--- config.mk ---
export PLATFORM = sky130hd
export DESIGN_NAME = icache_ctrl
export DESIGN_NICKNAME = d
export VERILOG_FILES = /design/src/logic/icache_pkg.sv /design/src/logic/icache_ctrl.sv
export SDC_FILE = /design/constraint.sdc
export NUM_CORES = 1
export LEC_CHECK = 0
export BUFFER_PORTS_ARGS = -buffer_cell sky130_fd_sc_hd__buf_2
export CAP_MARGIN = 20
export CELL_PAD_IN_SITES_DETAIL_PLACEMENT = 0
export CELL_PAD_IN_SITES_GLOBAL_PLACEMENT = 2
export CORE_AREA = 8 8 315 317
export CTS_CLUSTER_SIZE = 40
export DETAILED_ROUTE_END_ITERATION = 10
export DIE_AREA = 0 0 323 325
export PLACE_DENSITY_LB_ADDON = 0.1
export SETUP_SLACK_MARGIN = 0.4
export SLEW_MARGIN = 25
export SYNTH_ARGS = -nofsm -noshare
export SYNTH_HDL_FRONTEND = slang
export SYNTH_SLANG_ARGS = --single-unit
export TNS_END_PERCENT = 50
--- constraint.sdc ---
create_clock -name clk -period 1.92 [get_ports clk]
set_input_delay 0.192 -clock clk [delete_from_list [all_inputs] [get_ports clk]]
set_output_delay 0.192 -clock clk [all_outputs]
set_load 0.03 [all_outputs]
--- src/logic/icache_pkg.sv ---
package icache_pkg;

	localparam int NUM_WAYS = 4; // Victim rotation and way select are written for four ways.

	typedef logic [63:0] addr_t;            // Fetch byte address.
	typedef logic [31:0] inst_t;            // One instruction word.
	typedef logic [127:0] line_t;           // Four words per line.
	typedef logic [53:0] tag_t;             // Address bits 63 to 10.
	typedef logic [5:0] index_t;            // Address bits 9 to 4.
	typedef logic [NUM_WAYS-1:0] way_vec_t; // One bit per way.

	// Registered fetch request held by the control block.
	typedef struct packed {
		addr_t addr;
		logic  valid;
	} fetch_req_t;

	// ****************************************
	// Address field helpers
	// ****************************************

	function automatic tag_t tag_of(input addr_t a);
		return a[63:10];
	endfunction

	function automatic index_t index_of(input addr_t a);
		return a[9:4];
	endfunction

endpackage

--- src/logic/icache_ctrl.sv ---
`timescale 1ns/1ps

module icache_ctrl (
	input  logic                 clk,
	input  logic                 rst,
	input  icache_pkg::addr_t    addr,
	input  logic                 valid,
	input  logic                 flush,
	input  logic                 ready_ifid,
	input  icache_pkg::way_vec_t way_hit,
	input  icache_pkg::line_t    dout0,
	input  icache_pkg::line_t    dout1,
	input  icache_pkg::line_t    dout2,
	input  icache_pkg::line_t    dout3,
	input  icache_pkg::line_t    mem_line,
	output icache_pkg::addr_t    lookup_addr,
	output icache_pkg::way_vec_t victim,
	output logic                 fill,
	output icache_pkg::way_vec_t cen,
	output logic                 wen,
	output icache_pkg::inst_t    inst,
	output logic                 ready,
	output logic                 mem_req
);

	import icache_pkg::*;

	fetch_req_t req;      // Request accepted at the last advancing edge.
	way_vec_t   hit_q;    // Hit vector of that request.
	line_t      fill_q;   // Line forwarded on a miss.
	line_t      sel_line;
	way_vec_t   access;
	logic       miss;
	logic       advance;

	// A stalled stage keeps looking up its own held address.
	assign lookup_addr = ready_ifid ? addr : req.addr;

	assign miss    = valid && (way_hit == '0);
	assign mem_req = miss;
	assign fill    = miss && ready_ifid; // Nothing is written while stalled.
	assign advance = ready_ifid && !flush;

	// ****************************************
	// SRAM enables
	// ****************************************

	// Read the hit way, or write the victim way on a miss.
	assign access = miss ? victim : way_hit;
	assign cen    = ~(access & {NUM_WAYS{valid && ready_ifid}});
	assign wen    = ~fill;

	// ****************************************
	// Victim rotation and request stage
	// ****************************************

	always_ff @(posedge clk) begin
		if (rst) begin
			victim <= way_vec_t'(1); // Way 0 first.
		end else if (advance) begin
			victim <= {victim[NUM_WAYS-2:0], victim[NUM_WAYS-1]};
		end
	end

	always_ff @(posedge clk) begin
		if (rst) begin
			req   <= '0;
			hit_q <= '0;
		end else if (ready_ifid) begin
			if (flush) begin
				req.valid <= 1'b0; // Drop the output stage.
				hit_q     <= '0;
			end else begin
				req   <= '{addr: addr, valid: valid};
				hit_q <= way_hit;
			end
		end
	end

	always_ff @(posedge clk) begin
		if (ready_ifid) begin
			fill_q <= mem_line;
		end
	end

	// ****************************************
	// Word select
	// ****************************************

	always_comb begin
		case (hit_q)
			4'b0001: sel_line = dout0;
			4'b0010: sel_line = dout1;
			4'b0100: sel_line = dout2;
			4'b1000: sel_line = dout3;
			default: sel_line = fill_q; // Miss, so the filled line is forwarded.
		endcase
	end

	assign inst  = sel_line[{req.addr[3:2], 5'd0} +: $bits(inst_t)];
	assign ready = req.valid;

endmodule

==> results.cfg, run 1 <==
[worst_setup_path]
critPathArrivalTime_ps = 3060
reg2reg_depth = 6
cp.depth = 9
crit_type = flip-flop to output pin
r2r-end = hit_q[3]
critPathLaunch = hit_q[1]
path_cells = nor4b_4 > buf_4 > buf_8 > buf_4 > a2111oi_0 > a31oi_1 > buf_4 > mux4_2 > buf_6
rr_startpoint = hit_q[3]
timing.critical_path.mode_cell = buf_4
crit_fanout = 22
worstSetupEndpointType = output pin
crit_required_ps = 1730
rrSetupSlack_ps = 500
cp-start-kind = flip-flop
cp_slowest_stage_delay_ps = 480
cp_top_family = buffers and inverters
critPathBufInv = 5
crit_path_top_delay_cell = dfxtp_4

[placed_design]
place_congestion = 0.861
dp_cells = 3917
dp_slack_ps = -1090
portBuffers = 820
post-dp-hpwl_um = 94300
place_area_um2 = 23900

[power_and_ir_drop]
power.switching_w = 0.00610
ir_worst_vdd_mv = 0.692
p_comb_share_pct = 40.7
p_seq_share_pct = 28.5
cellLeakagePower_nw = 13.9
power_density_nw_per_um2 = 578
p_int_w = 0.0118
netSwitchingFraction_pct = 34.0
pwr-share-clk_pct = 30.9

[final_layout]
final_nets = 3658
nFillCells = 9919
final_area_um2 = 31000
utilization_pct = 32.9
fin_cells = 4280
syn_to_final_growth_pct = 86.3
drive_gt1_share_pct = 51.7

[clock_network]
cts_tree = yes
htreeDepth = 1
cts_sinks = 201
clock_path_buffers = 3
clockRootBuffer = clkbuf_16
clock_latency_ps = 610
numCtsBuffers = 30
clkSlewWorstSetupHoldPaths_ps = 60

[run_status]
violations = negative setup slack
status = complete, but fails checks

[global_routing]
grt_pass1_vias = 21581
grt_antenna_before_repair = 95
grt_usage_pct = 22.1
grt_pass1_wl_um = 168000
grt_overflow = 0
grt_max_degree = 84

[floorplan]
io_pins = 821
row_count = 113
coreArea_um2 = 94200
die_area_um2 = 105000
die_w_um = 323
initial_core_util_pct = 17.7
die_y_um = 325

[yosys]
synth_ff_type = edfxtp_1
ys_seq_area_share_pct = 31.9
synth_cell_types = 29
syn_nets = 2530
ys_ff_latch = 201
netlist_instances = 1817
syn_area_um2 = 16600
yosysWarnings = 0
syn_avg_cell_area_um2 = 9.16
synth_edf_count = 128
synthArstFlopShare_pct = 0

[worst_hold_path]
min_path_type = input pin to flip-flop
hold_end = ready
hold_start = ready_ifid
whs_path_depth = 4

[timing]
setup_slack_ps = -1330
fmax_mhz = 307
rsz0062_at_grt = yes
skew_ps = 3.24
finalHoldViolCount = 0
min_period_ps = 3250
drv_slew = 0
hold_ws_ps = 155
worstMarginPinSlew_ps = 630
setup_viol = 32
slew_headroom_pct = 57.7
fin_crit_sh_pct = 169

[routing]
vias = 20187
antenna_left = 0
dr.pass1.iters = 5
drtIter0Drc = 926
wirelength_um = 124000
drc = 0
post_drt_wl_per_cell_um = 28.9
via_per_inst = 4.72

[flow_run]
maxCapViolations = 0
## flip-flops by register name, summed over array words and instances (netlist names)
| signal | flops |
|---|---|
| hit_q | 4 |
| fill_q | 128 |
| req | 64 |
| victim | 4 |
| ready | 1 |
## cells in the mapped netlist, types with 4 or more instances
master       n  area, um2
buf_1       10       37.5
nand2_1    138        518
o21ai_1     16       80.1
and3b_1    512       4480
buf_2       32        160
o21ai_0    240       1200
buf_4        4       30.0
nor2b_1      5       31.3
edfxtp_1   128       3840
a31oi_1    128        801
or2_2        4       25.0
buf_6       13        146
mux4_2      32        721
dfxtp_1     73       1460
nor2_1       7       26.3
mux2_2      64        721
a21oi_1     76        380
clkbuf_1   195        732
a2111oi_0  128       1120
## logic make-up (layout without fill, tap and decap cells)
kind of cell              after synthesis  after routing  synth area share, %
AOI/OAI and AO/OA                     589            589                 21.6
xor gates and xnor gates                1              1               0.0526
buffers and inverters                 256           1405                 6.76
DFF                                   201            201                 31.9
muxes                                  96             96                 8.66
other                                   0             49                    0
and+or+nand+nor                       674            674                 31.0
## worst reg2reg max path, stage by stage (launching register included)
cell	delay (ps)
dfxtp_4	380
buf_12	180
buf_4	180
buf_4	160
nor2b_1	130
a21oi_1	200
nor2_2	80
## final cells by class
cell class,count,area (um2),area share (%)
Timing Repair Buffer,1351,10700,34.4
Sequential cell,201,5420,17.5
Tap cell,1265,1580,5.10
Clock buffer,44,886,2.86
Inverter,1,3.75,0.0121
Multi-Input combinational cell,1360,12200,39.4
Antenna cell,49,123,0.395
Clock inverter,9,88.8,0.286
## stage by stage
| step | total power (W) | TNS [ps] |
|---|---|---|
| after floorplan | 0.00734 | -5440 |
| after global placement | 0.0104 | -26670 |
| after detailed placement | 0.0104 | -26890 |
| after CTS | 0.0177 | -42980 |
| after global routing | 0.0187 | -44810 |
| final | 0.0179 | -40710 |
## power groups by stage
stage          registers [W]  clock network, W  logic, W
2_1_floorplan        0.00506                 0   0.00228
4_1_cts              0.00508           0.00574   0.00691
6_report             0.00510           0.00554   0.00729
5_1_grt              0.00513           0.00585   0.00770
3_3_place_gp         0.00512                 0   0.00524
3_5_place_dp         0.00512                 0   0.00525
## worst max path at each step
stage               endpoint  slack (ps)
floorplan            inst[0]        -170
global placement     inst[5]       -1080
detailed placement  inst[25]       -1090
CTS                 inst[11]       -1390
global route        inst[13]       -1460
finish              inst[15]       -1330
## layer usage
| layer | GRT usage, % | vias to the layer above | routed length, um |
|---|---|---|---|
| met4 | 5.23 | 44 | 3460 |
| met3 | 5.46 | 182 | 7890 |
| li1 | - | 9406 | - |
| met2 | 41.6 | 652 | 64800 |
| met1 | 24.6 | 9903 | 47300 |
| met5 | 0 | - | 276 |
## cells in the final DEF (no fill, tap or decap), types with 2 or more instances in the layout
cell type      synthesis  routed
buf_2                 32     715
and3b_1              512     512
buf_4                  4     216
dlygate4sd3_1          0     200
o21ai_0              240     182
nand2_1              138     138
edfxtp_1             128     128
buf_6                 13     126
a21oi_1               76      72
a31oi_1              128      65
mux2_4                 0      64
dfxtp_2                0      63
o21ai_1               16      60
buf_12                 0      50
diode_2                0      49
a2111oi_2              0      43
a31oi_4                0      35
clkbuf_16              0      35
a2111oi_4              0      34
mux4_2                32      32
a2111oi_0            128      30
a31oi_2                0      28
a2111oi_1              0      21
buf_16                 0      21
o21ai_2                0      14
buf_8                  1      14
dfxtp_4                0       9
clkbuf_1             195       8
bufbuf_16              0       6
clkinv_1               0       5
a21oi_2                0       4
or2_4                  0       4
nor2b_1                5       4
clkbuf_8               0       4
nor2_4                 0       3
nand3b_1               2       2
nor2_1                 7       2
nor2_2                 0       2
nor4b_4                1       2
clkinv_2               0       2
## repair_timing
action | 4_1_cts | 5_1_grt
hold buffers | 199 | 1
buffers inserted | 35 | 5
resized for setup | 540 | 307
endpoints found under the setup margin | 102 | 107
cloned | 18 | 3
hold endpoints to repair | 198 | 1
pin swaps | 7 | 8
Note: power is estimated with default switching activity, not from simulation.
==> run 2, diff against run 1 <==
- HOLD_SLACK_MARGIN: unset -> 0.06
- SKIP_CTS_REPAIR_TIMING: unset -> 1
==> run 2 against run 1 <==
Against the previous run:
- the flow still finishes with violations (negative setup slack)
- register-to-register slack worse by 70 ps
- total power down 2.5%
- hold slack worse by 97 ps
- via count up 0.11%
- global-route usage down 1.5 points
- sequential share of layout area up 0.26 points
- die area unchanged
- final area down 2.4%
- cell count about the same
- sequential power about the same
- sequential cell count unchanged
==> results.cfg, run 2 (synthesis results as in run 1) <==
[run_status]
status = complete, but fails checks
violations = negative setup slack

[clock_network]
numCtsBuffers = 30
clkSlewWorstSetupHoldPaths_ps = 60
clock_path_buffers = 3
cts_tree = yes
cts_sinks = 201
clock_latency_ps = 610
htreeDepth = 1
clockRootBuffer = clkbuf_16

[final_layout]
drive_gt1_share_pct = 50.2
layout_commonest_cell = buf_2
utilization_pct = 32.2
syn_to_final_growth_pct = 81.9
final_area_um2 = 30300
largest_register = fill_q
largest_reg_flops = 128
nFillCells = 10029
reg_top3 = fill_q (128), req (64)
final_cell_mix = buf_2 (763), and3b_1 (512), buf_4 (229)
final_nets = 3650

[floorplan]
coreArea_um2 = 94200
initial_core_util_pct = 17.7
die_area_um2 = 105000
die_y_um = 325
row_count = 113
io_pins = 821
die_w_um = 323

[worst_setup_path]
crit_path_top_delay_cell = mux4_2
r2r-end = hit_q[3]
crit_required_ps = 1730
rr_startpoint = hit_q[3]
crit_fanout = 15
crit_type = flip-flop to output pin
rrSetupSlack_ps = 430
timing.critical_path.mode_cell = buf_4
path_cells = nor4b_4 > buf_6 > a211o_4 > buf_4 > clkbuf_16 > buf_4 > a31oi_1 > mux4_2 > clkbuf_4
worstSetupEndpointType = output pin
cp_top_family = buffers and inverters
critPathArrivalTime_ps = 3020
reg2reg_depth = 6
critPathBufInv = 5
cp-start-kind = flip-flop
cp_slowest_stage_delay_ps = 470

[timing]
fin_crit_sh_pct = 167
worstMarginPinSlew_ps = 601
skew_ps = 3.24
setup_viol = 32
drv_slew = 0
setup_slack_ps = -1290
finalHoldViolCount = 0
rsz0062_at_grt = yes
slew_headroom_pct = 59.8
min_period_ps = 3210
fmax_mhz = 312
tns_ps = -39500

[power_and_ir_drop]
total_power_w = 0.0175
cellLeakagePower_nw = 13.5
ir_worst_vdd_mv = 0.684
power_density_nw_per_um2 = 578

[routing]
vias = 20210
drc = 0
drtIter0Drc = 900
via_per_inst = 4.73
antenna_left = 0
dr.pass1.iters = 5
wirelength_um = 125000
post_drt_wl_per_cell_um = 29.3

[global_routing]
grt_antenna_before_repair = 98
grt_overflow = 0
grt_max_degree = 102
grt_pass1_vias = 19825
grt_usage_pct = 20.6
grt_pass1_wl_um = 155000

[worst_hold_path]
hold_end = hit_q[3]
hold_start = way_hit[3]
min_path_type = input pin to flip-flop
whs_path_depth = 3

[placed_design]
dp_slack_ps = -1090
place_area_um2 = 23900
post-dp-hpwl_um = 94300
place_congestion = 0.861
portBuffers = 820

[flow_run]
maxCapViolations = 0
-- run 2: worst max path at each step --
stage                   from  cells after the start        to  slack (ps)
global route        hit_q[1]                      8  inst[12]       -1390
floorplan           hit_q[3]                      8   inst[0]        -170
detailed placement  hit_q[1]                      6  inst[25]       -1090
global placement    hit_q[1]                      7   inst[5]       -1080
finish              hit_q[1]                      9  inst[16]       -1290
CTS                 hit_q[1]                      6  inst[25]       -1780
-- run 2: final cells by class --
type,instances,area [um2],area share (%)
multi-input combinational,1360,12100,39.9
timing repair buffer,1343,10100,33.5
sequential,201,5370,17.7
tap,1265,1580,5.23
clock buffer,44,886,2.93
antenna,53,133,0.438
clock inverter,9,88.8,0.293
inverter,1,3.75,0.0124
-- run 2: per-layer routing --
layer	vias to the layer above	share of wire, %	global-route usage, %
met4	44	2.5	4.68
met3	178	6.8	5.86
met1	9893	38	22.2
met5	-	0.22	0
li1	9416	-	-
met2	679	53	39.1
-- run 2: metrics by stage --
stage	hold slack, ps	std cells
2_1_floorplan	291	1817
3_3_place_gp	371	3917
3_5_place_dp	371	3917
4_1_cts	-305	3970
5_1_grt	60.0	4254
6_report	58.4	4276
-- run 2: worst register-to-register path: stages, from the launching register on --
cell and delay (ps):
dfxtp_4 420, buf_12 210, buf_4 180, buf_4 150, nor2b_1 140, a21oi_1 70
nor2_1 210
-- run 2: report_power, final --
group / leakage, nW / total (W) / switching [W] / internal (W)
logic: 11.2 / 0.00684 / 0.00359 / 0.00325
clock network: 0.474 / 0.00554 / 0.00224 / 0.00330
registers: 1.86 / 0.00511 / 0.000194 / 0.00492
total: 13.5 / 0.0175 / 0.00602 / 0.0115
